===== config.mk =====
export PLATFORM = sky130hd
export DESIGN_NAME = ucpu_top
export DESIGN_NICKNAME = d
export VERILOG_FILES = /design/src/source/ucpu_pkg.sv /design/src/source/control_decode.sv /design/src/source/alu.sv /design/src/source/bus_arbiter.sv /design/src/source/program_counter.sv /design/src/source/reg_file.sv /design/src/source/ram.sv /design/src/source/ucpu_top.sv
export SDC_FILE = /design/constraint.sdc
export NUM_CORES = 2
export LEC_CHECK = 0
export BUFFER_PORTS_ARGS = -buffer_cell sky130_fd_sc_hd__clkbuf_2
export CAP_MARGIN = 40
export CORE_MARGIN = 2
export CORE_UTILIZATION = 42
export DETAILED_ROUTE_END_ITERATION = 12
export SLEW_MARGIN = 20
export SYNTH_ARGS = -nofsm -noshare
export SYNTH_HDL_FRONTEND = slang
export SYNTH_SLANG_ARGS = --single-unit

===== constraint.sdc =====
create_clock -name clk -period 10.87 [get_ports clk]
set_input_delay 2.174 -clock clk [delete_from_list [all_inputs] [get_ports clk]]
set_output_delay 2.174 -clock clk [all_outputs]
set_load 0.005 [all_outputs]

===== src/source/ucpu_pkg.sv =====
// microcoded cpu shared definitions
// widths, bus codes, microinstruction layout

package ucpu_pkg;

    localparam int data_w = 16;  // bus and register width
    localparam int addr_w = 8;   // ram address width
    localparam int byte_w = 8;   // ir half width
    localparam int sel_w  = 3;   // out-field and in-field width

    // out-field codes, only decoded in move mode
    localparam logic [sel_w-1:0] src_pc  = 3'd0;
    localparam logic [sel_w-1:0] src_irh = 3'd1;  // ir high byte, zero extended
    localparam logic [sel_w-1:0] src_irl = 3'd2;  // ir low byte, zero extended
    localparam logic [sel_w-1:0] src_mem = 3'd3;
    // 4 and 5 would be x and y out, left spare
    localparam logic [sel_w-1:0] src_dev = 3'd6;  // external device input
    // 7 spare

    // in-field codes, decoded in both modes
    localparam logic [sel_w-1:0] dst_none = 3'd0;  // nobody listens
    localparam logic [sel_w-1:0] dst_ar   = 3'd1;
    localparam logic [sel_w-1:0] dst_ir   = 3'd2;
    localparam logic [sel_w-1:0] dst_mem  = 3'd3;  // ram at ar
    localparam logic [sel_w-1:0] dst_x    = 3'd4;
    localparam logic [sel_w-1:0] dst_y    = 3'd5;
    localparam logic [sel_w-1:0] dst_dev  = 3'd6;  // device output latch

    // alu control, msb first as in uinstr[14:9]
    typedef struct packed {
        logic ex;  // x enable, else zero
        logic nx;  // invert x
        logic ey;  // y enable, else zero
        logic ny;  // invert y
        logic f;   // add, else and
        logic no;  // invert result
    } alu_flags_t;

    // eo_n low: alu drives the bus
    typedef struct packed {
        logic             eo_n;       // [15]
        alu_flags_t       flags;      // [14:9]
        logic [sel_w-1:0] dst;        // [8:6]
        logic             jc;         // [5]
        logic             jz;         // [4]
        logic             jgt;        // [3]
        logic             jlt;        // [2]
        logic [1:0]       spare;      // [1:0]
    } alu_view_t;

    // eo_n high: a register or device drives the bus
    typedef struct packed {
        logic             eo_n;       // [15]
        logic [sel_w-1:0] src;        // [14:12]
        logic             rt;         // [11] microstep reset
        logic             pp;         // [10] pc increment
        logic             spare9;     // [9]
        logic [sel_w-1:0] dst;        // [8:6] same as alu view from here down
        logic             jc;
        logic             jz;
        logic             jgt;
        logic             jlt;
        logic [1:0]       spare;
    } move_view_t;

    typedef union packed {
        alu_view_t  alu_view;
        move_view_t move_view;
    } uinstr_t;

endpackage


===== src/source/control_decode.sv =====
// microinstruction decoder
`timescale 1ns/1ps

module control_decode (
    input  ucpu_pkg::uinstr_t    uinstr,
    output logic                 eo_n,   // alu onto bus
    output logic                 po_n,
    output logic                 ioh_n,
    output logic                 iol_n,
    output logic                 mo_n,
    output logic                 do_n,
    output logic                 ai_n,
    output logic                 ii_n,
    output logic                 xi_n,
    output logic                 yi_n,
    output logic                 mi,     // ram write
    output logic                 di,     // device latch load
    output logic                 rt,
    output logic                 pp,
    output logic                 jc,
    output logic                 jz,
    output logic                 jgt,
    output logic                 jlt,
    output ucpu_pkg::alu_flags_t alu_flags
);
    import ucpu_pkg::*;

    logic                  move_mode;
    logic [2**sel_w-1:0]   out_dec;  // active low one-hot
    logic [2**sel_w-1:0]   in_dec;   // active low one-hot

    // 3-to-8 decoder with active low outputs, all high when disabled
    function automatic logic [2**sel_w-1:0] dec_n(input logic en, input logic [sel_w-1:0] sel);
        logic [2**sel_w-1:0] d;
        d = '1;
        if (en) begin
            d[sel] = 1'b0;
        end
        return d;
    endfunction

    assign eo_n      = uinstr.alu_view.eo_n;
    assign move_mode = uinstr.move_view.eo_n;  // high bit set selects move view

    // alu has no side effect unless eo_n is low, so pass flags unconditionally
    assign alu_flags = uinstr.alu_view.flags;

    assign out_dec = dec_n(move_mode, uinstr.move_view.src);
    assign in_dec  = dec_n(1'b1, uinstr.alu_view.dst);  // code 0 has no receiver

    // bus sources
    assign po_n  = out_dec[src_pc];
    assign ioh_n = out_dec[src_irh];
    assign iol_n = out_dec[src_irl];
    assign mo_n  = out_dec[src_mem];
    assign do_n  = out_dec[src_dev];

    // bus receivers
    assign ai_n = in_dec[dst_ar];
    assign ii_n = in_dec[dst_ir];
    assign xi_n = in_dec[dst_x];
    assign yi_n = in_dec[dst_y];
    assign mi   = ~in_dec[dst_mem];  // inverted to active high
    assign di   = ~in_dec[dst_dev];

    // bits 11 and 10 are alu flags in alu mode
    assign rt = move_mode & uinstr.move_view.rt;
    assign pp = move_mode & uinstr.move_view.pp;

    // jump bits sit at the same place in both views
    assign jc  = uinstr.alu_view.jc;
    assign jz  = uinstr.alu_view.jz;
    assign jgt = uinstr.alu_view.jgt;
    assign jlt = uinstr.alu_view.jlt;

endmodule


===== src/source/alu.sv =====
// combinational alu
`timescale 1ns/1ps

module alu (
    input  logic [ucpu_pkg::data_w-1:0] x,
    input  logic [ucpu_pkg::data_w-1:0] y,
    input  ucpu_pkg::alu_flags_t        alu_flags,
    output logic [ucpu_pkg::data_w-1:0] result,
    output logic                        carry,
    output logic                        zero,
    output logic                        neg
);
    import ucpu_pkg::*;

    logic [data_w-1:0] xc;    // conditioned x
    logic [data_w-1:0] yc;    // conditioned y
    logic [data_w:0]   sum;   // extra bit is carry out
    logic [data_w-1:0] core;  // before output invert

    always_comb begin
        // zero or pass, then optional invert
        xc = alu_flags.ex ? x : '0;
        if (alu_flags.nx) begin
            xc = ~xc;
        end
        yc = alu_flags.ey ? y : '0;
        if (alu_flags.ny) begin
            yc = ~yc;
        end

        sum = {1'b0, xc} + {1'b0, yc};

        if (alu_flags.f) begin
            core  = sum[data_w-1:0];
            carry = sum[data_w];
        end else begin
            core  = xc & yc;
            carry = 1'b0;  // no carry out of and
        end

        result = alu_flags.no ? ~core : core;
    end

    // flags from the final value
    assign zero = (result == '0);
    assign neg  = result[data_w-1];  // sign bit

endmodule


===== src/source/bus_arbiter.sv =====
// shared bus multiplexer
`timescale 1ns/1ps

module bus_arbiter (
    input  logic                        po_n,
    input  logic                        ioh_n,
    input  logic                        iol_n,
    input  logic                        mo_n,
    input  logic                        do_n,
    input  logic                        eo_n,
    input  logic [ucpu_pkg::data_w-1:0] pc_q,
    input  logic [ucpu_pkg::data_w-1:0] ir_q,
    input  logic [ucpu_pkg::data_w-1:0] mem_q,
    input  logic [ucpu_pkg::data_w-1:0] dev_in,
    input  logic [ucpu_pkg::data_w-1:0] alu_q,
    output logic [ucpu_pkg::data_w-1:0] bus
);
    import ucpu_pkg::*;

    logic [data_w-1:0] ir_hi;
    logic [data_w-1:0] ir_lo;

    // each half of ir lands in the low byte
    assign ir_hi = {{(data_w-byte_w){1'b0}}, ir_q[data_w-1 -: byte_w]};
    assign ir_lo = {{(data_w-byte_w){1'b0}}, ir_q[byte_w-1:0]};

    // decoder guarantees a single source, order only matters for spare codes
    always_comb begin
        if (!eo_n) begin
            bus = alu_q;  // alu mode wins
        end else if (!po_n) begin
            bus = pc_q;
        end else if (!ioh_n) begin
            bus = ir_hi;
        end else if (!iol_n) begin
            bus = ir_lo;
        end else if (!mo_n) begin
            bus = mem_q;
        end else if (!do_n) begin
            bus = dev_in;
        end else begin
            bus = '0;  // idle or spare code
        end
    end

endmodule


===== src/source/program_counter.sv =====
// program counter
`timescale 1ns/1ps

module program_counter (
    input  logic                        clk,
    input  logic                        arst_n,
    input  logic                        pp,     // increment
    input  logic                        jc,
    input  logic                        jz,
    input  logic                        jgt,
    input  logic                        jlt,
    input  logic                        carry,  // from this cycle's alu result
    input  logic                        zero,
    input  logic                        neg,
    input  logic [ucpu_pkg::data_w-1:0] ar_q,   // jump target
    output logic [ucpu_pkg::data_w-1:0] pc_q
);
    import ucpu_pkg::*;

    logic take_c;
    logic take_z;
    logic take_gt;
    logic take_lt;
    logic take_jump;

    // each enabled condition checked against the live flags
    assign take_c  = jc & carry;
    assign take_z  = jz & zero;
    assign take_gt = jgt & ~zero & ~neg;  // strictly positive
    assign take_lt = jlt & neg;

    assign take_jump = take_c | take_z | take_gt | take_lt;

    always_ff @(posedge clk or negedge arst_n) begin
        if (!arst_n) begin
            pc_q <= '0;
        end else if (take_jump) begin
            pc_q <= ar_q;  // jump beats increment
        end else if (pp) begin
            pc_q <= pc_q + data_w'(1);
        end
    end

endmodule


===== src/source/reg_file.sv =====
// bus loaded registers
// ir, x, y, ar and device output latch
`timescale 1ns/1ps

module reg_file (
    input  logic                        clk,
    input  logic                        arst_n,
    input  logic [ucpu_pkg::data_w-1:0] bus,
    input  logic                        ai_n,     // ar load
    input  logic                        ii_n,     // ir load
    input  logic                        xi_n,     // x load
    input  logic                        yi_n,     // y load
    input  logic                        di,       // device latch load, active high
    output logic [ucpu_pkg::data_w-1:0] ar_q,
    output logic [ucpu_pkg::data_w-1:0] ir_q,
    output logic [ucpu_pkg::data_w-1:0] x_q,
    output logic [ucpu_pkg::data_w-1:0] y_q,
    output logic [ucpu_pkg::data_w-1:0] dev_out
);

    // address register, also the jump target
    always_ff @(posedge clk or negedge arst_n) begin
        if (!arst_n) begin
            ar_q <= '0;
        end else if (!ai_n) begin
            ar_q <= bus;
        end
    end

    // instruction register, read back a byte at a time
    always_ff @(posedge clk or negedge arst_n) begin
        if (!arst_n) begin
            ir_q <= '0;
        end else if (!ii_n) begin
            ir_q <= bus;
        end
    end

    // alu operands
    always_ff @(posedge clk or negedge arst_n) begin
        if (!arst_n) begin
            x_q <= '0;
            y_q <= '0;
        end else begin
            if (!xi_n) begin
                x_q <= bus;
            end
            if (!yi_n) begin
                y_q <= bus;
            end
        end
    end

    // device output latch
    always_ff @(posedge clk or negedge arst_n) begin
        if (!arst_n) begin
            dev_out <= '0;
        end else if (di) begin
            dev_out <= bus;
        end
    end

endmodule


===== src/source/ram.sv =====
// 256x16 data memory
`timescale 1ns/1ps

module ram (
    input  logic                        clk,
    input  logic                        mi,     // write strobe
    input  logic [ucpu_pkg::addr_w-1:0] addr,   // low bits of ar
    input  logic [ucpu_pkg::data_w-1:0] bus,
    output logic [ucpu_pkg::data_w-1:0] mem_q
);
    import ucpu_pkg::*;

    logic [data_w-1:0] mem [2**addr_w];

    // write at the edge after the strobe
    always_ff @(posedge clk) begin
        if (mi) begin
            mem[addr] <= bus;
        end
    end

    // read is combinational so mo_n can put it on the bus same cycle
    assign mem_q = mem[addr];

endmodule


===== src/source/ucpu_top.sv =====
// microcoded cpu datapath top
`timescale 1ns/1ps

module ucpu_top (
    input  logic                        clk,
    input  logic                        arst_n,
    input  ucpu_pkg::uinstr_t           uinstr,     // one per clock
    input  logic [ucpu_pkg::data_w-1:0] dev_in,
    output logic [ucpu_pkg::data_w-1:0] bus,
    output logic [ucpu_pkg::data_w-1:0] pc_q,
    output logic [ucpu_pkg::data_w-1:0] dev_out,
    output logic                        ustep_rst   // microstep reset
);
    import ucpu_pkg::*;

    // decoder strobes
    logic       eo_n, po_n, ioh_n, iol_n, mo_n, do_n;
    logic       ai_n, ii_n, xi_n, yi_n;
    logic       mi, di, pp;
    logic       jc, jz, jgt, jlt;
    alu_flags_t alu_flags;

    // datapath
    logic [data_w-1:0] alu_q;
    logic              carry, zero, neg;
    logic [data_w-1:0] ar_q, ir_q, x_q, y_q;
    logic [data_w-1:0] mem_q;

    control_decode u_decode (
        .uinstr(uinstr), .eo_n(eo_n),
        .po_n(po_n), .ioh_n(ioh_n), .iol_n(iol_n), .mo_n(mo_n), .do_n(do_n),
        .ai_n(ai_n), .ii_n(ii_n), .xi_n(xi_n), .yi_n(yi_n),
        .mi(mi), .di(di),
        .rt(ustep_rst),  // goes straight out to the sequencer
        .pp(pp),
        .jc(jc), .jz(jz), .jgt(jgt), .jlt(jlt),
        .alu_flags(alu_flags)
    );

    alu u_alu (
        .x(x_q), .y(y_q), .alu_flags(alu_flags),
        .result(alu_q), .carry(carry), .zero(zero), .neg(neg)
    );

    bus_arbiter u_arbiter (
        .po_n(po_n), .ioh_n(ioh_n), .iol_n(iol_n), .mo_n(mo_n), .do_n(do_n),
        .eo_n(eo_n),
        .pc_q(pc_q), .ir_q(ir_q), .mem_q(mem_q), .dev_in(dev_in), .alu_q(alu_q),
        .bus(bus)
    );

    program_counter u_pc (
        .clk(clk), .arst_n(arst_n), .pp(pp),
        .jc(jc), .jz(jz), .jgt(jgt), .jlt(jlt),
        .carry(carry), .zero(zero), .neg(neg),
        .ar_q(ar_q), .pc_q(pc_q)
    );

    reg_file u_regs (
        .clk(clk), .arst_n(arst_n), .bus(bus),
        .ai_n(ai_n), .ii_n(ii_n), .xi_n(xi_n), .yi_n(yi_n), .di(di),
        .ar_q(ar_q), .ir_q(ir_q), .x_q(x_q), .y_q(y_q), .dev_out(dev_out)
    );

    ram u_ram (
        .clk(clk), .mi(mi),
        .addr(ar_q[addr_w-1:0]),  // only low byte of ar reaches the ram
        .bus(bus), .mem_q(mem_q)
    );

endmodule


# ---- Yosys cells after proc, flatten, opt, wreduce, memory -nomap -nowiden
# Memory sizes are Yosys's and may differ from the RTL's.
# Index checks and enable logic that the tools add are counted.
dict set report classes {
  order_cmp 4
  n_div 0
  muxes 21
  bitwise 18
  n_reduce_logical 4
  add_sub_neg 2
  n_eq_ne 0
  n_mul 0
  shift 0
}
# operator n
set ops {}
lappend ops {{$mux 16} 14}
lappend ops {{$not 16->16} 3}
lappend ops {{$add 16x16->17} 1}
lappend ops {{$add 16x1->16 const B} 1}
lappend ops {{$and 16x16->16} 1}
lappend ops {{$logic_not 16->1} 1}
lappend ops {{$not 7->7} 2}
lappend ops {{$lt 3x4->1 const B} 2}
lappend ops {{$and 1x1->1} 7}
lappend ops {{$mux 7} 1}
lappend ops {{$demux 1 s3} 2}
lappend ops {{$ge 3x1->1 const B} 2}
lappend ops {{$mux 1} 4}
lappend ops {{$or 1x1->1} 3}
lappend ops {{$logic_and 1x1->1} 2}
lappend ops {{$not 1->1} 2}
lappend ops {{$reduce_bool 2->1} 1}
dict set report totals {
  mem_bits_ro 0
  register_bits 96
  latchBits 0
  mem_bits_rw 4096
  output_inout_bits 49
  input_bits 34
  mem_count 1
  word_cells 56
}
# memory depth width read_ports rd_ports_with_merged_regs wr line
set memory_table {}
lappend memory_table {u_ram.mem 256 16 1 0 1 ram.sv:13} ;# logic [data_w-1:0] mem [2**addr_w];

# ---- Longest topological paths before layout
dict set report depth {
  ltp_word 14
  mapped_depth 20
  mapped_depth_nobuf 15
}

# ---- Hierarchy
# A second synthesis with hierarchy kept.
dict set report hier_totals {
  hier_cells 7364
  area_unflattened_um2 162031.7
}
# mod cells_each area_each_um2 n_inst seq_area_each_um2
set by_module_without_submodules {}
lappend by_module_without_submodules {ram 6711 155078.7 1 122998.0}
lappend by_module_without_submodules {reg_file 170 3246.9 1 2001.9}
lappend by_module_without_submodules {alu 252 1727.9 1 0.0}
lappend by_module_without_submodules {program_counter 103 965.9 1 400.4}
lappend by_module_without_submodules {bus_arbiter 104 813.3 1 0.0}
lappend by_module_without_submodules {control_decode 24 198.9 1 0.0}

# ---- Least setup slack after synthesis
# Ideal clock, no wire load.
dict set report synth_timing {
  path_type {input to output}
  startpoint {input uinstr[13] (netlist name)}
  endpoint {output bus[13] (netlist name)}
  required_ps 8696
  setup_slack_ps 341
  path_buffers 4
  cell_stages 15
  arrival_time_ps 8355
  cell_sequence {clkbuf_1 > clkbuf_1 > buf_1 > xnor2_1 > ha_1 > clkbuf_1 > a21o_1 > a31o_2 > a221o_1 > or3_1 > a31oi_1 > xor2_1 > o21ai_0 > o21ai_0 > inv_1}
}
dict set report synth_via {
  elab_chain_len 12
  word_cells_on_any_way 19
  classes_between {add/sub (1); order compare (2); mux (12); bitwise (3); reduce/logical (1)}
}
# element line
set synth_lines {}
lappend synth_lines {{start: declaration} ucpu_top.sv:7} ;# input ucpu_pkg::uinstr_t uinstr,
lappend synth_lines {{$lt 3x4->1 (implied by the code) / $ge 3x1->1 (equally long branches)} control_decode.sv:37} ;# d[sel] = 1'b0;
lappend synth_lines {{$logic_and 1x1->1 (implied by the code)} control_decode.sv:37}
lappend synth_lines {{$mux 1 (implied by the code)} control_decode.sv:37}
lappend synth_lines {{$demux 1 s3} n/a}
lappend synth_lines {{$not 7->7 (no line)} n/a}
lappend synth_lines {{$mux 7} control_decode.sv:36} ;# if (en) begin
lappend synth_lines {{$mux 16} bus_arbiter.sv:39} ;# end else if (!do_n) begin
lappend synth_lines {{$mux 16} bus_arbiter.sv:37} ;# end else if (!mo_n) begin
lappend synth_lines {{$mux 16} bus_arbiter.sv:35} ;# end else if (!iol_n) begin
lappend synth_lines {{$mux 16} bus_arbiter.sv:33} ;# end else if (!ioh_n) begin
lappend synth_lines {{$mux 16} bus_arbiter.sv:31} ;# end else if (!po_n) begin
lappend synth_lines {{$mux 16 *} bus_arbiter.sv:29} ;# if (!eo_n) begin
lappend synth_lines {{end: declaration} ucpu_top.sv:9} ;# output logic [ucpu_pkg::data_w-1:0] bus,
# Every way passes the cells marked *; elsewhere a longest branch is shown, timed or not.

# ---- Worst setup path in the final report
dict set report layout_timing {
  startpoint {register u_regs.ar_q[0] (netlist name)}
  endpoint {output bus[0] (netlist name)}
}
dict set report layout_via {
  elab_chain_len 6
}
# element line
set layout_lines {}
lappend layout_lines {{start: declaration} reg_file.sv:14} ;# output logic [ucpu_pkg::data_w-1:0] ar_q,
lappend layout_lines {{start signal: assignment} reg_file.sv:26} ;# ar_q <= bus;
lappend layout_lines {{$mem_v2 256x16} n/a}
lappend layout_lines {{$mux 16} bus_arbiter.sv:37}
lappend layout_lines {{$mux 16} bus_arbiter.sv:35}
lappend layout_lines {{$mux 16} bus_arbiter.sv:33}
lappend layout_lines {{$mux 16} bus_arbiter.sv:31}
lappend layout_lines {{$mux 16} bus_arbiter.sv:29}
# No other way between the ends.

==> impl_metrics.tcl <==
set metrics [dict create \
    count_of_final_max_slew_check_failures 0 \
    via_count_of_the_first_global_routing_pass 78200 \
    boundaryPins 83 \
    row_count 228 \
    final_antenna_net_count 0 \
    grt_start_max_net_pins 161 \
    routed_wl_um 427000 \
    crit_path_max_incr_delay_ns 0.75 \
    run_status "complete, no violations" \
    clk_root_buffer_cell "sky130_fd_sc_hd__clkbuf_16" \
    transition_time_of_the_tightest_slew_check_pin_ns 1.01 \
    synth_fp_nets 7065 \
    floorplan.core_area_um2 386000 \
    tritoncts "built" \
    met2_track_demand_over_resource_pct 34.5 \
    whs_ns 0.474 \
    instances_no_fill 13100 \
    cts_made_buffers 412 \
    die_x_um 627 \
    postSynth.topFlopCell "sky130_fd_sc_hd__edfxtp_1" \
    synth.ff_latch_count 4192 \
    worst-endpoint-arrival_ns 7.14 \
    worst-setup-path-type "flop to primary output" \
    final_critical_path_setup_slack_ns 1.56 \
    finish.net_count 7598 \
    crit_path_cell_trace "buf_16 > buf_4 > buf_4 > mux4_2 > mux4_2 > mux2i_1 > o21ai_0 > a2111oi_0 > o21ai_0 > nand2_1 > inv_8 > clkbuf_2" \
    starting_density_of_the_core_pct 42.2 \
    seq_area_frac_synth_pct 77.0 \
    max-clock-path-buffers 4 \
    dp.cells 12300 \
    syn-mean-instance-area_um2 23.2 \
    synth-edff-count 4096 \
    placed_area_um2 173000 \
    critical_path.endpoint_type "primary output" \
    p_per_area_nw_per_um2 232 \
    synth_cell_types 70 \
    globalRoute.totalOverflow 0 \
    floorplan.die_area_um2 393000 \
    globalRouteMet1Util_pct 29.5 \
    mapped_cells 7013 \
    worst-endpoint-required_ns 8.70 \
    report.final.hold_viol_count 0 \
    dp_hpwl_um 249000 \
    critical_path_cell_with_the_highest_stage_delay "sky130_fd_sc_hd__dfrtp_4" \
    syn-cell-area_um2 163000 \
    timing.hold.worst.class "flop to flop" \
    ir_drop_v 0.000151 \
    timing.fmax_ghz 0.107 \
    drt_iter0_drc 10200 \
    post_drt_via_cell_ratio 5.92 \
    timing.final.setup_violations 0 \
    postSynth.asyncResetShare_pct 2.29 \
    fill_cells 30900 \
    critical_path.max_fanout 67 \
    finalCoreUtilization_pct 48.4 \
    synth-warning-count 0 \
    io_buffer_count 80 \
    globalRouteTotalUtil_pct 21.6 \
    grt.busiest_layer "met2" \
    detail_route.first_pass.iterations 8 \
    post-place-ws_ns 2.09 \
    period_share_pct 85.7 \
    period_minus_slack_ns 9.31 \
    worst_clock_skew_ns 0.0686 \
    cts_htree_levels 5 \
    crit_path_start_kind "flop" \
    remaining_drc_errors 0 \
    clock_latency_at_the_later_pin_of_the_worst_skew_pair_ns 0.98 \
    area.growth.synth_to_final_pct 14.7 \
    post-cts-setup-buffer-count 0 \
    first_pass_grt_wire_length_um 597000 \
    total_leakage_power_nw 57.9 \
    groute.layer.met3.usage_pct 5.05 \
    unrepaired_setup_endpoints_after_global_routing "no" \
    cts_repair_resize_count 0 \
    max_cap_viol_count 0 \
    grt_antenna_before_repair 25 \
    die-height_um 627 \
    clkTransAtPathRegs_ns 0.06 \
    power.total_mw 43.4 \
    tritoncts_num_sinks 4192 \
    worst-r2r-setup-slack_ns 3.68 \
    postLayoutCellArea_um2 187000 \
    fin_setup_tns_ns 0 \
    replace_congestion 0.876 \
    via_count 77400 \
    worst_slew_margin_pct 32.8 \
    post_drt_wl_per_cell_um 32.7 \
    layout-drive-gt1-share_pct 34.5 \
    cts.hold.buffers_added 0 \
]
-- state kept, by name, indices dropped and copies added (netlist names) --
register / flops
u_pc.pc_q: 16
u_ram.mem: 4096
u_regs.ar_q: 16
u_regs.dev_out: 16
u_regs.ir_q: 16
u_regs.x_q: 16
u_regs.y_q: 16
-- routing by layer --
layer,part of all wire [%],vias to the layer above,wire length (um)
li1,-,31000,-
met5,0.0016,-,7
met3,8.8,631,37600
met4,3.4,2,14700
met2,48,3393,205000
met1,40,42400,170000
-- cells in the final DEF (no fill, tap or decap), types with 9 or more instances in the layout --
cell type,n
sky130_fd_sc_hd__nand4_1,15
sky130_fd_sc_hd__clkbuf_2,80
sky130_fd_sc_hd__mux2_2,19
sky130_fd_sc_hd__clkinv_2,90
sky130_fd_sc_hd__nor2_4,44
sky130_fd_sc_hd__nor2_2,178
sky130_fd_sc_hd__edfxtp_1,4096
sky130_fd_sc_hd__clkbuf_16,423
sky130_fd_sc_hd__inv_1,11
sky130_fd_sc_hd__buf_12,37
sky130_fd_sc_hd__o22ai_1,10
sky130_fd_sc_hd__bufinv_16,50
sky130_fd_sc_hd__a31oi_1,18
sky130_fd_sc_hd__dfrtp_1,90
sky130_fd_sc_hd__clkinv_1,76
sky130_fd_sc_hd__nor2_1,76
sky130_fd_sc_hd__buf_8,29
sky130_fd_sc_hd__clkinvlp_4,24
sky130_fd_sc_hd__a22oi_1,17
sky130_fd_sc_hd__nand3_1,50
sky130_fd_sc_hd__o21ai_0,107
sky130_fd_sc_hd__and3_1,9
sky130_fd_sc_hd__nand2_2,10
sky130_fd_sc_hd__buf_16,19
sky130_fd_sc_hd__mux2i_1,45
sky130_fd_sc_hd__buf_4,338
sky130_fd_sc_hd__diode_2,10
sky130_fd_sc_hd__ha_1,17
sky130_fd_sc_hd__nand2b_1,16
sky130_fd_sc_hd__a21oi_1,39
sky130_fd_sc_hd__mux4_2,1298
sky130_fd_sc_hd__xnor2_1,47
sky130_fd_sc_hd__clkbuf_1,80
sky130_fd_sc_hd__nand2_1,197
sky130_fd_sc_hd__nor2b_1,15
sky130_fd_sc_hd__nor3_1,10
sky130_fd_sc_hd__xor2_1,18
sky130_fd_sc_hd__inv_8,17
-- critical path, delay by kind of cell (launching register included) --
family / cells / cell delay, ns
muxes: 3 / 1.51
and+or+nand+nor: 1 / 0.48
DFF: 1 / 0.75
buffers and inverters: 5 / 2.09
AOI/OAI and AO/OA: 3 / 1.21
-- path summary, 6_finish.rpt --
check                      cells past startpoint                       start                            end
max                                           12  u_regs.ar_q[0]$_DFFE_PN0P_                         bus[0]
min                                            2  u_regs.ar_q[9]$_DFFE_PN0P_     u_regs.ar_q[9]$_DFFE_PN0P_
max reg2reg                                   15  u_regs.ar_q[0]$_DFFE_PN0P_     u_ram.mem[57][7]$_DFFE_PP_
min reg2reg                                    2  u_regs.ar_q[9]$_DFFE_PN0P_     u_regs.ar_q[9]$_DFFE_PN0P_
max in group asynchronous                      2                      arst_n     u_regs.ar_q[5]$_DFFE_PN0P_
min in group asynchronous                      1                      arst_n  u_regs.dev_out[1]$_DFFE_PN0P_
-- logic make-up after synthesis --
| kind of cell | after synthesis | synth area share [%] |
|---|---|---|
| and+or+nand+nor | 668 | 1.76 |
| xor gates and xnor gates | 65 | 0.350 |
| adders and majority gates | 18 | 0.143 |
| AOI/OAI and AO/OA | 275 | 1.06 |
| DFF | 4192 | 77.0 |
| muxes | 1369 | 18.4 |
| buffers and inverters | 426 | 1.25 |
-- report_power, final --
part | total [mW] | internal (mW) | switching (mW)
registers | 19.5 | 19.3 | 0.199
logic | 9.41 | 3.42 | 6.00
clock network | 14.5 | 8.35 | 6.10
-- final cells by class --
cell class / instances / area (um2) / share of cell area, %
clock buffers: 507 / 10900 / 5.86
clock inverters: 262 / 2720 / 1.45
multi-input cells: 2395 / 36300 / 19.4
diodes: 10 / 25.0 / 0.0134
repair buffers: 516 / 4740 / 2.54
inverters: 29 / 239 / 0.128
well taps: 5175 / 6470 / 3.47
flip-flops and latches: 4192 / 125000 / 67.1
-- synth_stat cells, drive strengths merged (6+ instances only) --
master	instances	share of area, %
a211oi	8	0.037
a21o	8	0.037
a21oi	40	0.13
a221oi	8	0.047
a22oi	17	0.078
a31oi	18	0.069
and3	9	0.035
buf	209	0.75
clkbuf	188	0.43
dfrtp	96	1.5
edfxtp	4096	76
ha	17	0.13
inv	29	0.067
mux2	26	0.18
mux2i	45	0.28
mux4	1298	18
nand2	210	0.48
nand2b	16	0.061
nand3	52	0.16
nand4	15	0.058
nor2	298	0.69
nor2b	18	0.069
nor3	15	0.046
o211ai	6	0.028
o21ai	116	0.36
o22ai	10	0.038
o311ai	6	0.032
or3	8	0.031
xnor2	47	0.25
xor2	18	0.097
(Power assumes the default switching activity.)
